`src/verilog/dcache_ctrl.sv`:
```
`timescale 1ns/1ps
`default_nettype none

module dcache_ctrl (
    input  logic clk,
    input  logic rst,
    input  logic valid,             // cpu request
    input  logic req_op,            // registered op where 1 means store
    input  logic hit,
    input  logic hit_way,
    input  logic victim_way,
    input  logic victim_valid,
    input  logic victim_dirty,
    input  logic wr_rdy,
    input  logic rd_rdy,
    input  logic line_ready,        // merged line from fill buffer
    output logic addr_ok,
    output logic data_ok,
    output logic capture,           // load request register
    output logic rd_req,
    output logic wr_req,
    output logic store_hit_write,
    output logic line_write,
    output logic tag_write,
    output logic lru_touch,
    output logic fill_clear,
    output logic rdata_from_fill,
    output logic way_sel            // way seen by both arrays
);

    // state encoding
    localparam logic [2:0] st_idle      = 3'd0;
    localparam logic [2:0] st_lookup    = 3'd1;
    localparam logic [2:0] st_writeback = 3'd2;
    localparam logic [2:0] st_fetch     = 3'd3;
    localparam logic [2:0] st_refill    = 3'd4;
    localparam logic [2:0] st_respond   = 3'd5;

    logic [2:0] state;
    logic [2:0] state_nx;
    logic       fill_way_q;         // victim held for the whole miss

    always_ff @(posedge clk) begin
        if (rst) begin
            state      <= st_idle;
            fill_way_q <= 1'b0;
        end else begin
            state <= state_nx;
            if (state == st_lookup && !hit) begin
                fill_way_q <= victim_way;   // lock before lru moves
            end
        end
    end

    //////////////////////////////////////////////////////////////////////
    // next state
    //////////////////////////////////////////////////////////////////////

    always_comb begin
        state_nx = state;
        case (state)
            st_idle: begin
                if (valid) begin
                    state_nx = st_lookup;
                end
            end
            st_lookup: begin
                if (hit) begin
                    state_nx = st_idle;
                end else if (victim_valid && victim_dirty) begin
                    state_nx = st_writeback;    // dirty victim goes out first
                end else begin
                    state_nx = st_fetch;
                end
            end
            st_writeback: begin
                if (wr_rdy) begin
                    state_nx = st_fetch;
                end
            end
            st_fetch: begin
                if (rd_rdy) begin
                    state_nx = st_refill;
                end
            end
            st_refill: begin
                if (line_ready) begin
                    state_nx = st_respond;
                end
            end
            default: state_nx = st_idle;        // respond and unused codes
        endcase
    end

    //////////////////////////////////////////////////////////////////////
    // outputs all decoded from state
    //////////////////////////////////////////////////////////////////////

    assign addr_ok         = state == st_idle;
    assign capture         = addr_ok && valid;
    assign data_ok         = (state == st_lookup && hit) || state == st_respond;
    assign store_hit_write = state == st_lookup && hit && req_op;
    assign fill_clear      = state == st_lookup && !hit;   // restart beat count
    assign wr_req          = state == st_writeback;        // held until wr_rdy
    assign rd_req          = state == st_fetch;            // held until rd_rdy
    assign line_write      = state == st_refill && line_ready;
    assign tag_write       = line_write;                   // install with the data
    assign lru_touch       = (state == st_lookup && hit) || line_write;
    assign rdata_from_fill = state == st_respond;
    assign way_sel         = (state == st_lookup) ? hit_way : fill_way_q;

    // never both bus requests at once
    assert property (@(posedge clk) disable iff (rst) !(rd_req && wr_req));

    // merged line only lands while a refill waits for it
    assert property (@(posedge clk) disable iff (rst)
        line_ready |-> state == st_refill);

    // read request held until the bus takes it
    assert property (@(posedge clk) disable iff (rst)
        (rd_req && !rd_rdy) |=> rd_req);

endmodule

`default_nettype wire

```
`config.mk`:
```
export PLATFORM = sky130hd
export DESIGN_NAME = dcache_ctrl
export DESIGN_NICKNAME = d
export VERILOG_FILES = /design/src/verilog/dcache_ctrl.sv
export SDC_FILE = /design/constraint.sdc
export NUM_CORES = 1
export LEC_CHECK = 0
export BUFFER_PORTS_ARGS = -buffer_cell sky130_fd_sc_hd__buf_4
export CORE_AREA = 3 3 40 42
export DETAILED_ROUTE_END_ITERATION = 10
export DIE_AREA = 0 0 43 45
export PLACE_DENSITY = 0.67
export SLEW_MARGIN = 20
export SYNTH_ARGS = -nofsm -noshare
export SYNTH_HDL_FRONTEND = slang
export SYNTH_SLANG_ARGS = --single-unit
```
`constraint.sdc`:
```
create_clock -name clk -period 1.3 [get_ports clk]
set_clock_uncertainty 0.05 [all_clocks]
set_input_delay 0.195 -clock clk [delete_from_list [all_inputs] [get_ports clk]]
set_output_delay 0.195 -clock clk [all_outputs]
set_load 0.01 [all_outputs]
```
-- After elaboration in Yosys (flattened, before gate mapping)
Index checks and enable logic that the tools add are counted.
- input bits: 12
- register bits: 4
- output and inout port bits: 12
- word-level logic and storage cells: 30
- eq/ne operators: 9
- reductions and logical operators: 11
- multiplexer cells: 8
- operators with widths (operator ; number):
    $pmux W3 S5 ; 1
    $mux W3 ; 4
    $ne A2 B2 Y1 const B ; 4
    $eq A3 B2 Y1 const B ; 2
    $eq A3 B3 Y1 const B ; 2
    $logic_and A1 B1 Y1 ; 6
    $reduce_and A4 Y1 ; 1
    $eq A3 B1 Y1 const B ; 1
    $logic_not A3 Y1 ; 1
    $logic_or A1 B1 Y1 ; 2
    $mux W1 ; 2
    $mux W2 ; 1
    $logic_not A1 Y1 ; 1

-- Depth between registers and ports, before layout
Gate-level depths: netlist of run 1.
- word-level depth: 4
- mapped depth: 4
- depth with buffers taken out: 3

-- Worst setup path after synthesis of run 1
OpenSTA, ideal clock, no wires.
- kind: reg2out
- start point: register state[2]
- end point: output tag_write
- buffers on the path: 2
- setup slack: -0.107 ns
- stages on the path, launching flop included: 5
- required time: 1.055 ns
- arrival time: 1.162 ns
- cell sequence: dfxtp_1 buf_4 nand2_1 nor3_1 buf_4
- longest elaborated chain between the ends: 2
- ends and longest elaborated chain (item ; RTL line ; RTL):
    start: declaration ; 39 ; logic [2:0] state;
    start signal: assignment ; 45 ; state <= st_idle;
    start signal: assignment ; 48 ; state <= state_nx;
    $eq A3 B3 Y1 ; 106 ; assign line_write = state == st_refill && line_ready;
    $logic_and A1 B1 Y1 ; 106 ;
    end: declaration ; 24 ; output logic tag_write,
No other way between the ends.

-- Worst setup path after layout of run 1
- start point: register state[0]
- end point: output way_sel
- longest elaborated chain between the ends: 2
- ends and longest elaborated chain (item ; RTL line ; RTL):
    $eq A3 B1 Y1 ; 110 ; assign way_sel = (state == st_lookup) ? hit_way : fill_way_q;
    $mux W1 ; 110 ;
    end: declaration ; 28 ; output logic way_sel
No other way between the ends.

==> out/results.txt, run 1 <==
WS Path Type = register to output pin
Crit. End Element = output pin
CTS tree = built
Final WS setup = -0.191 ns
Vias = 420
Unrepaired setup endpoints after global routing = true
Worst vdd ir = 0.000492 V
Worst EP required = 1.05 ns
Core ar. = 1280 sq um
Sw Ratio = 29.5%
Area delta synth->final = 94.2%
Tmin final = 1.49 ns
Post-synthesis sequential area ratio = 20.6%
DR vias/cell = 4.62
Crit path max fanout = 2
Gr usage total = 12.2%
First-pass GRT wire length = 1770 microns
Die area = 1940 sq um
Synth cell types = 27
TritonRoute pass-1 iters = 2
Clk pin slew, worst setup/hold paths = 0.04 ns
Power Dens Cells = 776 nW/um^2
Final Hold Vio Count = 0
Total Nets Final = 90
Clock sinks = 4
Placed Area = 607 sq um
Slew Limit Fails = 0
Primary FF master, synth = dfxtp_1
CP Cell Sequence = nor2b_4, and2b_4, mux2_4, buf_6
Final WL = 1120 microns
H-tree levels = 1
Routed len/inst = 12.4 microns
Post-Layout Inst Area = 753 sq um
Clock Power Share = 24.9%
Root buffer cell = clkbuf_4
Fill count = 120
Share of layout cells above drive strength 1 = 77.6%
Avg Inst Size Synth = 9.95 sq um
Synth Cell Area = 388 sq um
Vias in the first global route = 431
Sw Pwr = 172 uW
Worst path max stage delay = 0.31 ns
Seq pwr share = 24.1%
Failing checks = setup timing
Fin Hold WS = 0.0948 ns
Max-cap violation count = 0
Worst path slowest cell = dfxtp_2
Die Y = 45 microns
Combinational share of power = 51.0%
Clk buf depth = 2
HPWL Detailed = 754 microns
Fmax = 0.671 GHz
Net Count, Synth = 51
1st-iter DRT viols = 2
Starting density of the core = 30.2%
Port bufs = 23
Synthesis-stage register bit count = 4
# IOs = 24
Num CTS Buffers = 3
Cells after Synth = 39
Yosys warns = 0
WP buf/inv = 1
Initial antenna violation count = 0
Post-DRT Antenna Nets = 0
Measured slew at the worst slew-check pin = 0.303 ns
Residual DRC = 0
Final setup viols = 12
Final setup TNS = -1.01 ns
Clk Latency, worst-skew pair = 0.23 ns
Hold Buf Count CTS = 0
Worst relative slew slack = 79.7%
Critical path arrival = 1.25 ns
GRT Residual Overflow = 0
Status = complete, but fails checks
Cell family with the largest share of critical-path delay = flip-flops
Power, Total = 585 uW
Placer Congestion = 0.739
Crit start category = register
Antenna diode count = 0
Cell leakage power = 0.000349 uW
P_int = 412 uW
Async SR Flop Fraction = 0%
Largest net degree at the start of global routing = 12
Chip width = 43 microns
FP Rows = 13
Tightest Hold Check Type = input port to register
Post-synth EDFFs = 0
Share of the clock period used by the worst path = 115%
==> layer usage <==
metal	routed length [microns]	track usage [%]	up-vias
met3	38	1.20	0
met1	398	12.5	194
met2	688	24.9	8
met4	0	5.42	0
met5	0	0	-
li1	-	-	218
==> power groups by stage <==
stage	registers, uW	logic, uW	clock network [uW]
floorplan	144	130	0
global placement	139	235	0
detailed placement	139	235	0
CTS	140	277	155
global route	141	321	164
finish	141	298	146
==> what timing repair did <==
item	CTS	global route
cloned	1	0
pin swaps	1	4
resized for setup	7	9
buffers inserted	6	2
endpoints found under the setup margin	12	15
==> placed cells by master (no fill, tap or decap), types with 2 or more instances in the layout <==
cell,instances
nor2_1,6
buf_4,32
dfxtp_2,2
and2_1,2
a211oi_2,2
nor2b_1,2
clkbuf_4,3
buf_6,6
==> worst paths after layout <==
check,startpoint,to,slack [ns],depth (start not counted)
min,rst,state[0],0.09,2
max,state[0],way_sel,-0.19,4
min reg2reg,fill_way_q,fill_way_q,0.45,2
max reg2reg,state[1],state[0],-0.09,5
==> synth_stat cells (2+ instances only) <==
library cell / n / area share, %
nor3_1: 2 / 2.6
nor2_1: 6 / 5.8
buf_4: 2 / 3.9
nor2b_1: 2 / 3.2
and2_1: 2 / 3.2
dfxtp_1: 4 / 21
==> area by class of cell <==
type	count	area, sq um	area share (%)
Timing Repair Buffer	38	308	40.9
Clock buffer	3	22.5	2.99
Tap cell	15	18.8	2.49
Multi-Input combinational cell	31	318	42.2
Sequential cell	4	86.3	11.5
==> sequential cells by signal, summed over array words and instances (netlist names) <==
| name | flops |
|---|---|
| state | 3 |
| fill_way_q | 1 |
==> stage by stage <==
step	setup slack, ns	util [%]	std cells
2_1_floorplan	0.0128	-	39
3_3_place_gp	0.00491	47.2	79
3_5_place_dp	0.0130	47.2	79
4_1_cts	-0.201	55.0	89
5_1_grt	-0.241	58.6	91
6_report	-0.191	58.6	91
==> cell families after synthesis <==
family | synth area share, %
simple gates | 42.9
mux | 6.45
flops | 20.6
compound gates | 22.9
buf+inv | 7.10
No activity file was read; power rests on OpenSTA's default activity.
==> run 2, diff against run 1 <==
--- a/config.mk
+++ b/config.mk
@@ -6,10 +6,12 @@
 export NUM_CORES = 1
 export LEC_CHECK = 0
 export BUFFER_PORTS_ARGS = -buffer_cell sky130_fd_sc_hd__buf_4
-export CORE_AREA = 3 3 40 42
+export CELL_PAD_IN_SITES_DETAIL_PLACEMENT = 1
+export CELL_PAD_IN_SITES_GLOBAL_PLACEMENT = 1
+export CORE_MARGIN = 3
+export CORE_UTILIZATION = 28
 export DETAILED_ROUTE_END_ITERATION = 10
-export DIE_AREA = 0 0 43 45
-export PLACE_DENSITY = 0.67
+export PLACE_DENSITY = 0.83
 export SLEW_MARGIN = 20
 export SYNTH_ARGS = -nofsm -noshare
 export SYNTH_HDL_FRONTEND = slang
==> out/results.txt, run 2 (synthesized netlist as in run 1, its figures left out) <==
FF+latch area = 88.8 sq um
Core ar. = 1200 sq um
Clock sinks = 4
Tmin final = 1.53 ns
Critical path arrival = 1.29 ns
Setup WS pre-CTS = -0.00836 ns
Worst vdd ir = 0.000575 V
Chip width = 43.2 microns
Num CTS Buffers = 3
Residual DRC = 0
Placed Cells = 78
Crit path max fanout = 3
Finished Layout Cells = 87
R2R Setup Slk = -0.18 ns
Worst path max stage delay = 0.35 ns
Largest regs = state x3, fill_way_q x1
Power, Total = 607 uW
Leading cell types in the layout, fill and taps excluded = buf_4 (28), nor2_1 (6), buf_6 (5)
Tightest Hold Check Type = input port to register
First-pass GRT wire length = 2620 microns
Post-DRT Antenna Nets = 0
Failing checks = setup timing
Starting density of the core = 32.3%
GRT Residual Overflow = 0
Clk pin slew, worst setup/hold paths = 0.04 ns
Worst EP required = 1.05 ns
Die area = 1870 sq um
Final WS setup = -0.234 ns
Routed len/inst = 21.1 microns
Measured slew at the worst slew-check pin = 0.283 ns
Clk Latency, worst-skew pair = 0.23 ns
CTS tree = built
Multi-input logic area = 335 sq um
Worst relative slew slack = 81.1%
Antenna diode count = 0
1st-iter DRT viols = 3
Share of layout cells above drive strength 1 = 78.1%
Total Nets Final = 87
Final Hold Vio Count = 0
Clk buf depth = 2
Fill count = 130
Max-cap violation count = 0
Placer Congestion = 0.730
Max reg flops = 3
Port bufs = 23
Cell leakage power = 0.000338 uW
Gr usage total = 19.6%
TritonRoute pass-1 iters = 2
WS Path Type = register to output pin
Reg with most FFs = state
Vias = 464
Initial antenna violation count = 0
CP Cell Sequence = nor2b_4, and2b_4, mux2_4, buf_6
Area delta synth->final = 98.7%
# IOs = 24
Status = complete, but fails checks
Share of the clock period used by the worst path = 118%
Final setup viols = 13
Root buffer cell = clkbuf_4
Worst path slowest cell = dfxtp_4
Commonest non-fill, non-tap cell in the layout = buf_4
Cell family with the largest share of critical-path delay = flip-flops
Post-Layout Inst Area = 771 sq um
Largest net degree at the start of global routing = 12
Final setup TNS = -1.49 ns
Crit. End Element = output pin
Final WL = 1830 microns
Fmax = 0.652 GHz
Crit start category = register
FP Rows = 12
Unrepaired setup endpoints after global routing = true
HPWL Detailed = 970 microns
WP buf/inv = 1
Placed Area = 606 sq um
Vias in the first global route = 533
DR vias/cell = 5.33
Power Dens Cells = 788 nW/um^2
Slew Limit Fails = 0
Die Y = 43.2 microns
H-tree levels = 1
-- run 2: metrics by stage --
stage | utilization, % | hold slack, ns
detailed placement | 50.4 | 0.346
floorplan | - | 0.216
CTS | 57.8 | 0.100
finish | 64.2 | 0.0994
global placement | 50.4 | 0.345
global route | 64.2 | 0.0908
-- run 2: layout make-up --
type / count / area share [%]
clock buffers: 3 / 2.92
multi-input cells: 31 / 43.5
flip-flops and latches: 4 / 11.5
well taps: 14 / 2.27
repair buffers: 35 / 39.8
-- run 2: final timing paths --
path	startpoint	to	cells after the start
worst min register to register	fill_way_q	fill_way_q	2
worst min-delay path	rst	state[0]	2
worst max register to register	state[0]	fill_way_q	5
worst max-delay path	state[2]	way_sel	4
-- run 2: repair_timing --
action / in CTS / in global routing
gates cloned: 0 / 1
pin swaps: 2 / 6
buffers inserted: 5 / 0
endpoints found under the setup margin: 13 / 15
gates resized for setup: 8 / 12
hold buffers: 0 / 0
-- run 2: per-layer routing --
layer	wire length, microns	global-route usage (%)
met1	745	20.0
met2	999	36.6
met3	72	5.51
met4	15	7.23
met5	0	0
-- run 2: where the power goes --
group	total (uW)	internal, uW	switching, uW
logic	314	174	140
clock network	151	103	47.7
registers	143	132	10.8
total	607	409	198
