--- config.mk ---
export PLATFORM = sky130hd
export DESIGN_NAME = dcache_fill_buffer
export DESIGN_NICKNAME = d
export VERILOG_FILES = /design/src/verilog/dcache_pkg.sv /design/src/verilog/dcache_fill_buffer.sv
export SDC_FILE = /design/constraint.sdc
export NUM_CORES = 1
export LEC_CHECK = 0
export ABC_CLOCK_PERIOD_IN_PS = 1750
export BUFFER_PORTS_ARGS = -buffer_cell sky130_fd_sc_hd__clkbuf_2
export CAP_MARGIN = 20
export CORE_MARGIN = 4
export CORE_UTILIZATION = 45
export CTS_CLUSTER_SIZE = 10
export DETAILED_ROUTE_END_ITERATION = 6
export GPL_TIMING_DRIVEN = 0
export PLACE_DENSITY_LB_ADDON = 0.2
export SLEW_MARGIN = 15
export SYNTH_ARGS = -nofsm -noshare
export SYNTH_HDL_FRONTEND = slang
export SYNTH_SLANG_ARGS = --single-unit
export TNS_END_PERCENT = 1
--- constraint.sdc ---
create_clock -name clk -period 1.75 [get_ports clk]
set_input_delay 0.0875 -clock clk [delete_from_list [all_inputs] [get_ports clk]]
set_output_delay 0.0875 -clock clk [all_outputs]
set_load 0.01 [all_outputs]
--- src/verilog/dcache_pkg.sv ---
`default_nettype none

//////////////////////////////////////////////////////////////////////
// dcache geometry: 2 ways x 256 sets x 16-byte lines
//////////////////////////////////////////////////////////////////////

package dcache_pkg;

    // address layout: [31:12] tag, [11:4] index, [3:0] offset
    localparam int tag_bits    = 20;
    localparam int index_bits  = 8;     // 256 sets
    localparam int offset_bits = 4;     // byte within line
    localparam int line_words  = 4;     // 32-bit words per line
    localparam int num_ways    = 2;

    // bus request type, whole cache line
    localparam logic [2:0] bus_type_line = 3'b100;

    // one address word, seen raw or split into lookup fields
    typedef union packed {
        logic [31:0] word;              // bus address, raw
        struct packed {
            logic [tag_bits-1:0]    tag;
            logic [index_bits-1:0]  index;
            logic [offset_bits-1:0] offset;
        } fields;
    } cache_addr_t;

endpackage

`default_nettype wire
--- src/verilog/dcache_fill_buffer.sv ---
`timescale 1ns/1ps
`default_nettype none

module dcache_fill_buffer (
    input  logic                                         clk,
    input  logic                                         rst,
    input  logic                                         fill_clear,
    input  logic                                         ret_valid,
    input  logic                                         ret_last,
    input  logic [31:0]                                  ret_data,
    input  logic                                         merge_store,   // miss was a store
    input  logic [$clog2(dcache_pkg::line_words)-1:0]    req_word,
    input  logic [3:0]                                   wstrb,
    input  logic [31:0]                                  wdata,
    output logic                                         line_ready,
    output logic [32*dcache_pkg::line_words-1:0]         fill_line
);

    logic [$clog2(dcache_pkg::line_words)-1:0] beat_q;
    logic [31:0]                               word_q [dcache_pkg::line_words];

    // beat counter, words arrive in order
    always_ff @(posedge clk) begin
        if (rst) begin
            beat_q <= '0;
        end else if (fill_clear) begin
            beat_q <= '0;
        end else if (ret_valid) begin
            beat_q <= beat_q + 1'b1;
        end
    end

    always_ff @(posedge clk) begin
        if (ret_valid) begin
            word_q[beat_q] <= ret_data;
        end
    end

    // high the cycle after the last beat lands
    always_ff @(posedge clk) begin
        if (rst) begin
            line_ready <= 1'b0;
        end else begin
            line_ready <= ret_valid && ret_last;
        end
    end

    // overlay pending store bytes on the addressed word
    always_comb begin
        for (int w = 0; w < dcache_pkg::line_words; w++) begin
            for (int b = 0; b < 4; b++) begin
                if (merge_store && req_word == w && wstrb[b]) begin
                    fill_line[w*32 + b*8 +: 8] = wdata[b*8 +: 8];
                end else begin
                    fill_line[w*32 + b*8 +: 8] = word_q[w][b*8 +: 8];
                end
            end
        end
    end

    // memory ends every line on exactly the fourth beat
    assert property (@(posedge clk) disable iff (rst)
        ret_valid |-> (ret_last == (beat_q == dcache_pkg::line_words - 1)));

endmodule

`default_nettype wire

After elaboration in Yosys (flattened, before gate mapping)
Memory sizes are Yosys's and may differ from the RTL's.
Cells that the tools add are included.
{ "word_totals": {"ff_bits": 3, "mem_bits_rw": 128, "inputBits": 76, "out_inout_bits": 129, "wordCells": 48, "mem_count": 1} }
{ "mem_list": {"columns": ["name", "words", "width", "rd", "rd_clocked_by_memory_dff", "wr", "line", "text"], "rows": [
  ["word_q", 4, 32, 4, 0, 1, "dcache_fill_buffer.sv:20", "logic [31:0] word_q [dcache_pkg::line_words];"]
]} }
{ "op_classes": {"add_sub_neg": 1, "eq_ne": 3, "n_mux": 18, "n_reduce_logical": 23} }
{ "op_table": {"columns": ["op", "count"], "rows": [
  ["$mux W8", 16],
  ["$logic_and A1 B1 Y1", 21],
  ["$eq A2 B2 Y1 const B", 2],
  ["$add A2 B1 Y2 const B", 1],
  ["$eq A2 B1 Y1 const B", 1],
  ["$logic_not A2 Y1", 1],
  ["$mux W1", 2],
  ["$reduce_or A2 Y1", 1]
]} }

Longest topological paths before layout
Gate-level depths: netlist (run 1).
{ "logic_depth": {"word_depth": 4, "mapped_depth": 4, "depth_no_buf": 4} }

Least setup slack after synthesis (run 1)
Ideal clock, no wire load.
{ "synth_timing": {"path_type": "register to register", "start": "register beat_q[0] in the netlist's numbering", "end": "memory word_q[2][0] (enable)", "setup_ns": 0.392, "arrival_ns": 1.332, "t_required_ns": 1.358, "slack_ns": 0.026, "stages_incl_launch_ff": 4, "path_buffers": 0, "period_less_slack_ns": 1.724, "path_cell_list": "dfxtp_1 inv_1 ha_1 and2_1"} }
{ "synth_rtl": {"columns": ["element", "line", "text"], "rows": [
  ["from (decl)", "dcache_fill_buffer.sv:19", "logic [$clog2(dcache_pkg::line_words)-1:0] beat_q;"],
  ["from (signal assigned)", "dcache_fill_buffer.sv:29", "beat_q <= beat_q + 1'b1;"],
  ["to (decl)", "dcache_fill_buffer.sv:20", null]
]} }
Straight into the memory's write port.

Final worst setup path (run 1)
{ "layout_timing": {"start": "register beat_q[0] in the netlist's numbering", "end": "memory word_q[3][14] (enable)"} }
Straight into the memory's write port.

==> metrics.yaml, run 1 <==
syn_nets: 378
drive_gt1_frac: 0.681
critPathCaptureType: "flop"
max-slew-margin-rel: 0.627
overflow: 0
met1_length_um: 5870
clock-sinks: 131
avgSynthCellArea_um2: 19.3
areaGrowthSynthToFinish_pct: 38.8
path_clk_slew_ps: 50
clk_latency_ps: 410
period_minus_slack_ps: 1600
drc: 0
r2r_slack_ps: 150
min_to: "line_ready"
cts.htree.levels: 4
final_util: 0.635
critPathLaunchType: "flop"
netlist_area_um2: 5750
cts_max_path_buffers: 2
ys_ff_latch: 131
critical_path.max_stage_delay_ps: 500
port_buffers: 203
slowest_stage: "and2_2"
cp.arrival_ps: 1710
final_max_slew_viol_count: 0
rr_worst_depth: 3
finalCritPeriodShare: 0.915
cts_inserted_buffers: 17
gp_congestion: 0.718
viasPerCell: 5.00
io_pins: 205
core_area_um2: 12600
ys_seq_area_frac: 0.679
grt_pass1_vias: 3965
layout.nets: 640
wl_met2_um: 6920
tightestPinTransition_ps: 559
final-hold-violation-count: 0
initialDrtViolationCount: 151
fillerInstances: 938
die_y_um: 121
setup-violations-final: 0
status: "complete, no violations"
die_area_um2: 14600
crit_path_max_fanout: 17
firstDrtPassIters: 4
wl_per_cell_um: 18.8
drt-total-wl_um: 14000
grt_max_degree: 24
min_path_type: "in2reg"
syn_inst: 298
final_cell_mix: "clkbuf_2 (203), mux2_2 (128), edfxtp_1 (128)"
r2r-start: "beat_q[0]"
power_mw: 7.36
diodes: 0
cts_tree: "yes"
leakage_nw: 3.24
ir_drop_v: 0.000629
grt_pass1_wl_um: 21500
timing.fmax_mhz: 625
grt_usage: 0.197
yosysWarnings: 0
ys_types: 16
min_from: "ret_valid"
final_common_cell: "clkbuf_2"
num_rows: 41
crit_type: "reg2reg"
dpl.hpwl_um: 9420
finClkSkew_ps: 7.50
start_util: 0.457
power_density_nw_per_um2: 922
drtAntennaViolNets: 0
max-cap-violations: 0
critical_path_required_ps: 1860
hold_ws_ps: 29.9
holdPathStages: 2
postCtsSetupBuffers: 0
reg2reg_to: "word_q[3][14]"
rsz0062_at_grt: "no"
clockRootBuffer: "clkbuf_16"
antenna_found_initial: 0
crit_chain: "ha_1 > and2_2 > buf_16"
met3WireLength_um: 962
via_count: 3725
die_x_um: 121
routed.top_layer: "met4"
-- synthesized netlist by cell type, drive strengths merged --
cell,count,share of area
inv,2,0.0013
nand4b,8,0.021
mux2i,1,0.0017
dfxtp,3,0.010
ha,4,0.0087
and3b,1,0.0015
mux2,128,0.25
buf,8,0.011
and4bb,4,0.0087
and2,4,0.0044
nor3,2,0.0017
xnor2,1,0.0015
edfxtp,128,0.67
nand4,4,0.0087
-- layer usage --
| layer | GRT usage | vias up |
|---|---|---|
| met2 | 0.320 | 135 |
| met1 | 0.250 | 1837 |
| li1 | - | 1735 |
| met5 | 0 | - |
| met3 | 0.0597 | 18 |
| met4 | 0.0708 | 0 |
-- timing repair --
item | CTS | global route
hold buffers | 36 | 0
resized for setup | 0 | 0
endpoints found under the hold margin | 131 | 0
-- logic make-up (layout without fill, tap and decap cells) --
family,after synthesis,in the layout,share of synthesized area
xor+xnor,1,1,0.00152
fa+ha+maj,4,4,0.00871
buf+inv,10,285,0.0120
flops,131,131,0.679
mux,129,129,0.253
simple gates,23,23,0.0459
-- how the worst max path moves through the flow --
stage / from / endpoint / slack, ps / cells past startpoint
2_1_floorplan: beat_q[0] / word_q[2][0] / 30 / 3
3_3_place_gp: beat_q[0] / word_q[3][4] / -690 / 2
3_5_place_dp: beat_q[0] / word_q[3][10] / 130 / 3
4_1_cts: beat_q[0] / word_q[3][14] / 120 / 3
5_1_grt: beat_q[0] / word_q[3][22] / 40 / 3
6_report: beat_q[0] / word_q[3][14] / 150 / 3
-- through the flow --
| step | TNS (ps) | setup slack, ps | cell area [um^2] | cells |
|---|---|---|---|---|
| 3_5_place_dp | 0 | 126 | 7080 | 677 |
| 3_3_place_gp | -82470 | -689 | 6980 | 673 |
| 5_1_grt | 0 | 37.1 | 7980 | 745 |
| 6_report | 0 | 149 | 7980 | 745 |
| 4_1_cts | 0 | 118 | 7980 | 745 |
| 2_1_floorplan | 0 | 26.3 | 5750 | 298 |
-- sequential cells by signal, indices dropped and copies added (netlist names) --
name	count
beat_q	2
line_ready	1
word_q	128
-- power breakdown --
part	switching [mW]	internal, mW	total (mW)	leakage (nW)
clock network	1.17	1.99	3.15	0.267
registers	0.0182	3.53	3.55	1.20
logic	0.330	0.321	0.650	1.77
-- worst max-delay path: cells and delay by family (launching register included) --
kind          cells  cell delay [ps]
fa+ha+maj         1              160
flops             1              390
buf+inv           1              240
simple gates      1              500
-- area by class of cell --
cell class | instances | area (um^2) | share of cell area
flip-flops and latches | 131 | 3900 | 0.489
multi-input cells | 157 | 1780 | 0.223
clock buffers | 27 | 513 | 0.0643
clock inverters | 5 | 27.5 | 0.00345
inverters | 2 | 7.51 | 0.000941
plain buffers | 8 | 61.3 | 0.00768
well taps | 172 | 215 | 0.0270
repair buffers | 243 | 1470 | 0.184
Power figures use the tool's default switching activity.
==> run 2, diff against run 1 <==
--- a/config.mk
+++ b/config.mk
@@ -6,12 +6,12 @@
 export NUM_CORES = 1
 export LEC_CHECK = 0
 export ABC_CLOCK_PERIOD_IN_PS = 1750
-export BUFFER_PORTS_ARGS = -buffer_cell sky130_fd_sc_hd__clkbuf_2
 export CAP_MARGIN = 20
 export CORE_MARGIN = 4
-export CORE_UTILIZATION = 45
+export CORE_UTILIZATION = 23
 export CTS_CLUSTER_SIZE = 10
 export DETAILED_ROUTE_END_ITERATION = 6
+export DONT_BUFFER_PORTS = 1
 export GPL_TIMING_DRIVEN = 0
 export PLACE_DENSITY_LB_ADDON = 0.2
 export SLEW_MARGIN = 15
==> run 2 against run 1 <==
Fmax down 4.1%. Hold slack better by 74 ps. Power down 0.66%. Flip-flop and latch count unchanged. Clock skew down 1.3 ps. Via count down 20%. Sequential share of layout area up 5.5 points. Sequential power about the same. First-iteration DRC count down 17%. Largest cell class unchanged. Largest power group unchanged.
==> metrics.yaml, run 2 (synthesis gave the netlist of run 1 again) <==
holdPathStages: 1
cts_inserted_buffers: 17
postCtsSetupBuffers: 0
dpl.hpwl_um: 11000
hold_ws_ps: 104
port_buffers: 0
clock-sinks: 131
critical_path_required_ps: 2040
dp_cells: 626
drive_gt1_frac: 0.509
regMostFlops: "word_q"
areaGrowthSynthToFinish_pct: 24.9
max-cap-violations: 0
timing.fmax_mhz: 599
layout.nets: 439
cts.htree.levels: 4
rr_worst_depth: 5
r2r_slack_ps: 80
die_y_um: 166
clk_latency_ps: 410
max-slew-margin-rel: 0.633
final_max_slew_viol_count: 0
critPathLaunchType: "flop"
clockRootBuffer: "clkbuf_16"
antenna_found_initial: 1
crit_path_max_fanout: 4
grt_pass1_vias: 3352
crit_type: "reg2reg"
gp_congestion: 0.726
rsz0062_at_grt: "no"
die_area_um2: 27600
met3WireLength_um: 1220
final_cells: 696
period_minus_slack_ps: 1670
place_area_um2: 6250
cts_tree: "yes"
setup-violations-final: 0
min_path_type: "in2reg"
grt_pass1_wl_um: 23200
viasPerCell: 4.31
crit_chain: "inv_1 > ha_1 > mux2i_1 > nor3_1 > dlygate4sd3_1"
fillerInstances: 2434
final_cell_mix: "mux2_2 (128), edfxtp_1 (128), dlygate4sd3_1 (38)"
tightestPinTransition_ps: 551
routed.top_layer: "met4"
drtAntennaViolNets: 0
core_area_um2: 24500
cts_max_path_buffers: 2
slowest_stage: "dlygate4sd3_1"
grt_max_degree: 18
cp.depth: 5
path_clk_slew_ps: 60
status: "complete, no violations"
power_density_nw_per_um2: 1020
crit_family: "buffers and inverters"
grt_usage: 0.114
drt-total-wl_um: 15900
start_util: 0.235
wl_met2_um: 7860
firstDrtPassIters: 4
ir_drop_v: 0.000508
io_pins: 205
fin_area_um2: 7180
drc: 0
leakage_nw: 2.40
cp.arrival_ps: 1960
finalCritPeriodShare: 0.954
die_x_um: 166
finClkSkew_ps: 6.19
path_buf_inv: 2
place_ws_ps: 48.9
via_count: 2998
overflow: 0
largest_register_ffs: 128
critPathCaptureType: "flop"
initialDrtViolationCount: 125
final_util: 0.293
wl_per_cell_um: 22.8
critical_path.max_stage_delay_ps: 560
met1_length_um: 6650
finalSetupTns_ps: 0
setup_ws_ps: 80.8
power_mw: 7.31
final-hold-violation-count: 0
num_rows: 57
reg_top3: "word_q (128), beat_q (2), line_ready (1)"
==> run 2: path summary, 6_finish.rpt <==
path | from | endpoint
setup / recovery | beat_q[0] | beat_q[1]
hold / removal | ret_valid | word_q[0][21]
setup reg to reg | beat_q[0] | beat_q[1]
hold reg to reg | beat_q[1] | word_q[3][18]
==> run 2: worst register-to-register path: stages, from the launching register on <==
cell and delay [ps]:
dfxtp_1 400, inv_1 90, ha_1 290, mux2i_1 150
nor3_1 60, dlygate4sd3_1 560
==> run 2: layer usage <==
| metal | track usage | vias up |
|---|---|---|
| met3 | 0.0500 | 10 |
| met1 | 0.137 | 1519 |
| met4 | 0.0326 | 0 |
| li1 | - | 1334 |
| met5 | 0 | - |
| met2 | 0.188 | 135 |
==> run 2: final cells by class <==
cell class | instances | area, um^2 | share of cell area
Antenna cell | 1 | 2.50 | 0.000349
Sequential cell | 131 | 3900 | 0.544
Clock inverter | 14 | 115 | 0.0160
Inverter | 2 | 7.51 | 0.00105
Clock buffer | 17 | 425 | 0.0593
Tap cell | 324 | 405 | 0.0565
Multi-Input combinational cell | 157 | 1780 | 0.248
Timing Repair Buffer | 42 | 475 | 0.0662
Buffer | 8 | 61.3 | 0.00854
==> run 2: timing repair <==
| action | 4_1_cts | 5_1_grt |
|---|---|---|
| gates resized for setup | 0 | 2 |
| hold endpoints to repair | 131 | 0 |
| endpoints found under the setup margin | 0 | 3 |
| hold buffers | 38 | 0 |
==> run 2: power by group <==
part           switching, mW  internal [mW]  total (mW)
Sequential            0.0195           3.53        3.55
Clock                   1.36           1.93        3.29
Combinational          0.258          0.207       0.465
==> run 3, diff against run 2 <==
--- a/config.mk
+++ b/config.mk
@@ -8,7 +8,7 @@
 export ABC_CLOCK_PERIOD_IN_PS = 1750
 export CAP_MARGIN = 20
 export CORE_MARGIN = 4
-export CORE_UTILIZATION = 23
+export CORE_UTILIZATION = 45
 export CTS_CLUSTER_SIZE = 10
 export DETAILED_ROUTE_END_ITERATION = 6
 export DONT_BUFFER_PORTS = 1
==> run 3 against run 2 <==
Power increased by 4.4%. Global-route usage is 6.9 points higher. Fmax grew 2.1%. Flip-flop and latch count unchanged. Via count is 1.7% lower. Setup slack improved by 34 ps. Clock skew shrank 0.69 ps. Hold slack better by 120 ps. Critical path depth did not move. Design area decreased by 1.5%. Routed wire length shrank 16%.
==> metrics.yaml, run 3 (synthesis gave the netlist of run 1 again) <==
fillerInstances: 941
period_minus_slack_ps: 1640
max-slew-margin-rel: 0.651
r2r_slack_ps: 110
port_buffers: 0
fin_area_um2: 7070
min_path_type: "in2reg"
cts_tree: "yes"
die_x_um: 121
die_y_um: 121
final_cell_mix: "mux2_2 (128), edfxtp_1 (128), dlygate4sd3_1 (38)"
rsz0062_at_grt: "no"
power_mw: 7.63
r2r-start: "beat_q[0]"
multi_input_area_um2: 1780
drc: 0
met1_usage: 0.216
final-hold-violation-count: 0
setup_ws_ps: 115
dpl.hpwl_um: 8690
dp_cells: 474
firstDrtPassIters: 4
grtUsageMet2: 0.292
clk_latency_ps: 410
core_area_um2: 12600
final_cells: 544
drt-total-wl_um: 13300
use_met3: 0.0830
p_sw_mw: 1.52
timing.fmax_mhz: 612
die_area_um2: 14600
clockRootBuffer: "clkbuf_16"
setup-violations-final: 0
max-cap-violations: 0
drtAntennaViolNets: 0
leakage_nw: 2.44
critPathCaptureType: "flop"
postCtsHoldBufs: 38
reg_top3: "word_q (128), beat_q (2), line_ready (1)"
place_area_um2: 6080
power_frac_comb: 0.059
viasPerCell: 5.42
critPathLaunch: "beat_q[0]"
swShare: 0.200
postCtsSetupBuffers: 0
num_rows: 41
crit_path_max_fanout: 4
grt_pass1_wl_um: 19500
path_clk_slew_ps: 60
critical_path.max_stage_delay_ps: 550
start_util: 0.457
overflow: 0
regMostFlops: "word_q"
ir_drop_v: 0.000824
cts_max_path_buffers: 2
intPower_mw: 6.10
slowest_stage: "dlygate4sd3_1"
largest_register_ffs: 128
diodes: 0
initialDrtViolationCount: 184
antenna_found_initial: 0
cts.htree.levels: 4
tightestPinTransition_ps: 524
grt_pass1_vias: 3229
cts_inserted_buffers: 17
status: "complete, no violations"
place_ws_ps: 82.5
areaGrowthSynthToFinish_pct: 23.0
rr_worst_depth: 5
drive_gt1_frac: 0.508
gp_congestion: 0.741
layout.nets: 439
finalCritPeriodShare: 0.934
via_count: 2947
power_frac_seq: 0.465
clock-sinks: 131
io_pins: 205
seq_area_um2: 3900
cts_resized: 0
crit_type: "reg2reg"
finalSetupTns_ps: 0
final_max_slew_viol_count: 0
clkPwrFrac: 0.475
cp.arrival_ps: 1930
busiest_layer: "met2"
grt_max_degree: 20
crit_end: "beat_q[1]"
finClkSkew_ps: 5.50
power_density_nw_per_um2: 1080
critical_path_required_ps: 2040
wl_per_cell_um: 24.4
reg2reg_to: "beat_q[1]"
critPathLaunchType: "flop"
crit_chain: "inv_1 > ha_1 > mux2i_1 > nor3_1 > dlygate4sd3_1"
grt_usage: 0.184
## run 3: worst min path at each step
stage	from	end	slack, ps	depth (start not counted)
global placement	rst	beat_q[1]	170	1
floorplan	rst	beat_q[0]	160	1
finish	ret_valid	word_q[3][23]	230	1
detailed placement	rst	beat_q[0]	170	1
CTS	ret_valid	word_q[3][23]	220	1
global route	ret_valid	word_q[0][12]	240	1
## run 3: layer usage
| metal | wire length, um | vias up | share of wire |
|---|---|---|---|
| li1 | - | 1337 | - |
| met1 | 5290 | 1457 | 0.40 |
| met2 | 6520 | 131 | 0.49 |
| met3 | 1190 | 22 | 0.090 |
| met4 | 289 | 0 | 0.022 |
| met5 | 0 | - | 0 |
## run 3: stage by stage
| step | utilization | hold WS (ps) |
|---|---|---|
| global placement | 0.474 | 166 |
| detailed placement | 0.484 | 167 |
| floorplan | - | 164 |
| global route | 0.563 | 238 |
| finish | 0.563 | 229 |
| CTS | 0.563 | 225 |
## run 3: power by group through the flow
| stage | Clock, mW | Combinational [mW] | Sequential, mW |
|---|---|---|---|
| floorplan | 0 | 0.276 | 3.61 |
| global placement | 0 | 0.344 | 3.62 |
| detailed placement | 0 | 0.365 | 3.62 |
| CTS | 3.70 | 0.463 | 3.55 |
| global route | 3.87 | 0.488 | 3.55 |
| finish | 3.63 | 0.453 | 3.55 |
## run 3: worst max-delay path: cells and delay by family, from the launching register on
| family | cells | cell delay, ps |
|---|---|---|
| simple gates | 1 | 60 |
| flops | 1 | 390 |
| mux | 1 | 150 |
| fa+ha+maj | 1 | 290 |
| buf+inv | 2 | 640 |
## run 3: cell type report
cell class | count | share of cell area
sequential | 131 | 0.552
multi-input combinational | 157 | 0.252
timing repair buffer | 42 | 0.0694
clock buffer | 17 | 0.0602
tap | 172 | 0.0304
clock inverter | 15 | 0.0265
buffer | 8 | 0.00867
inverter | 2 | 0.00106
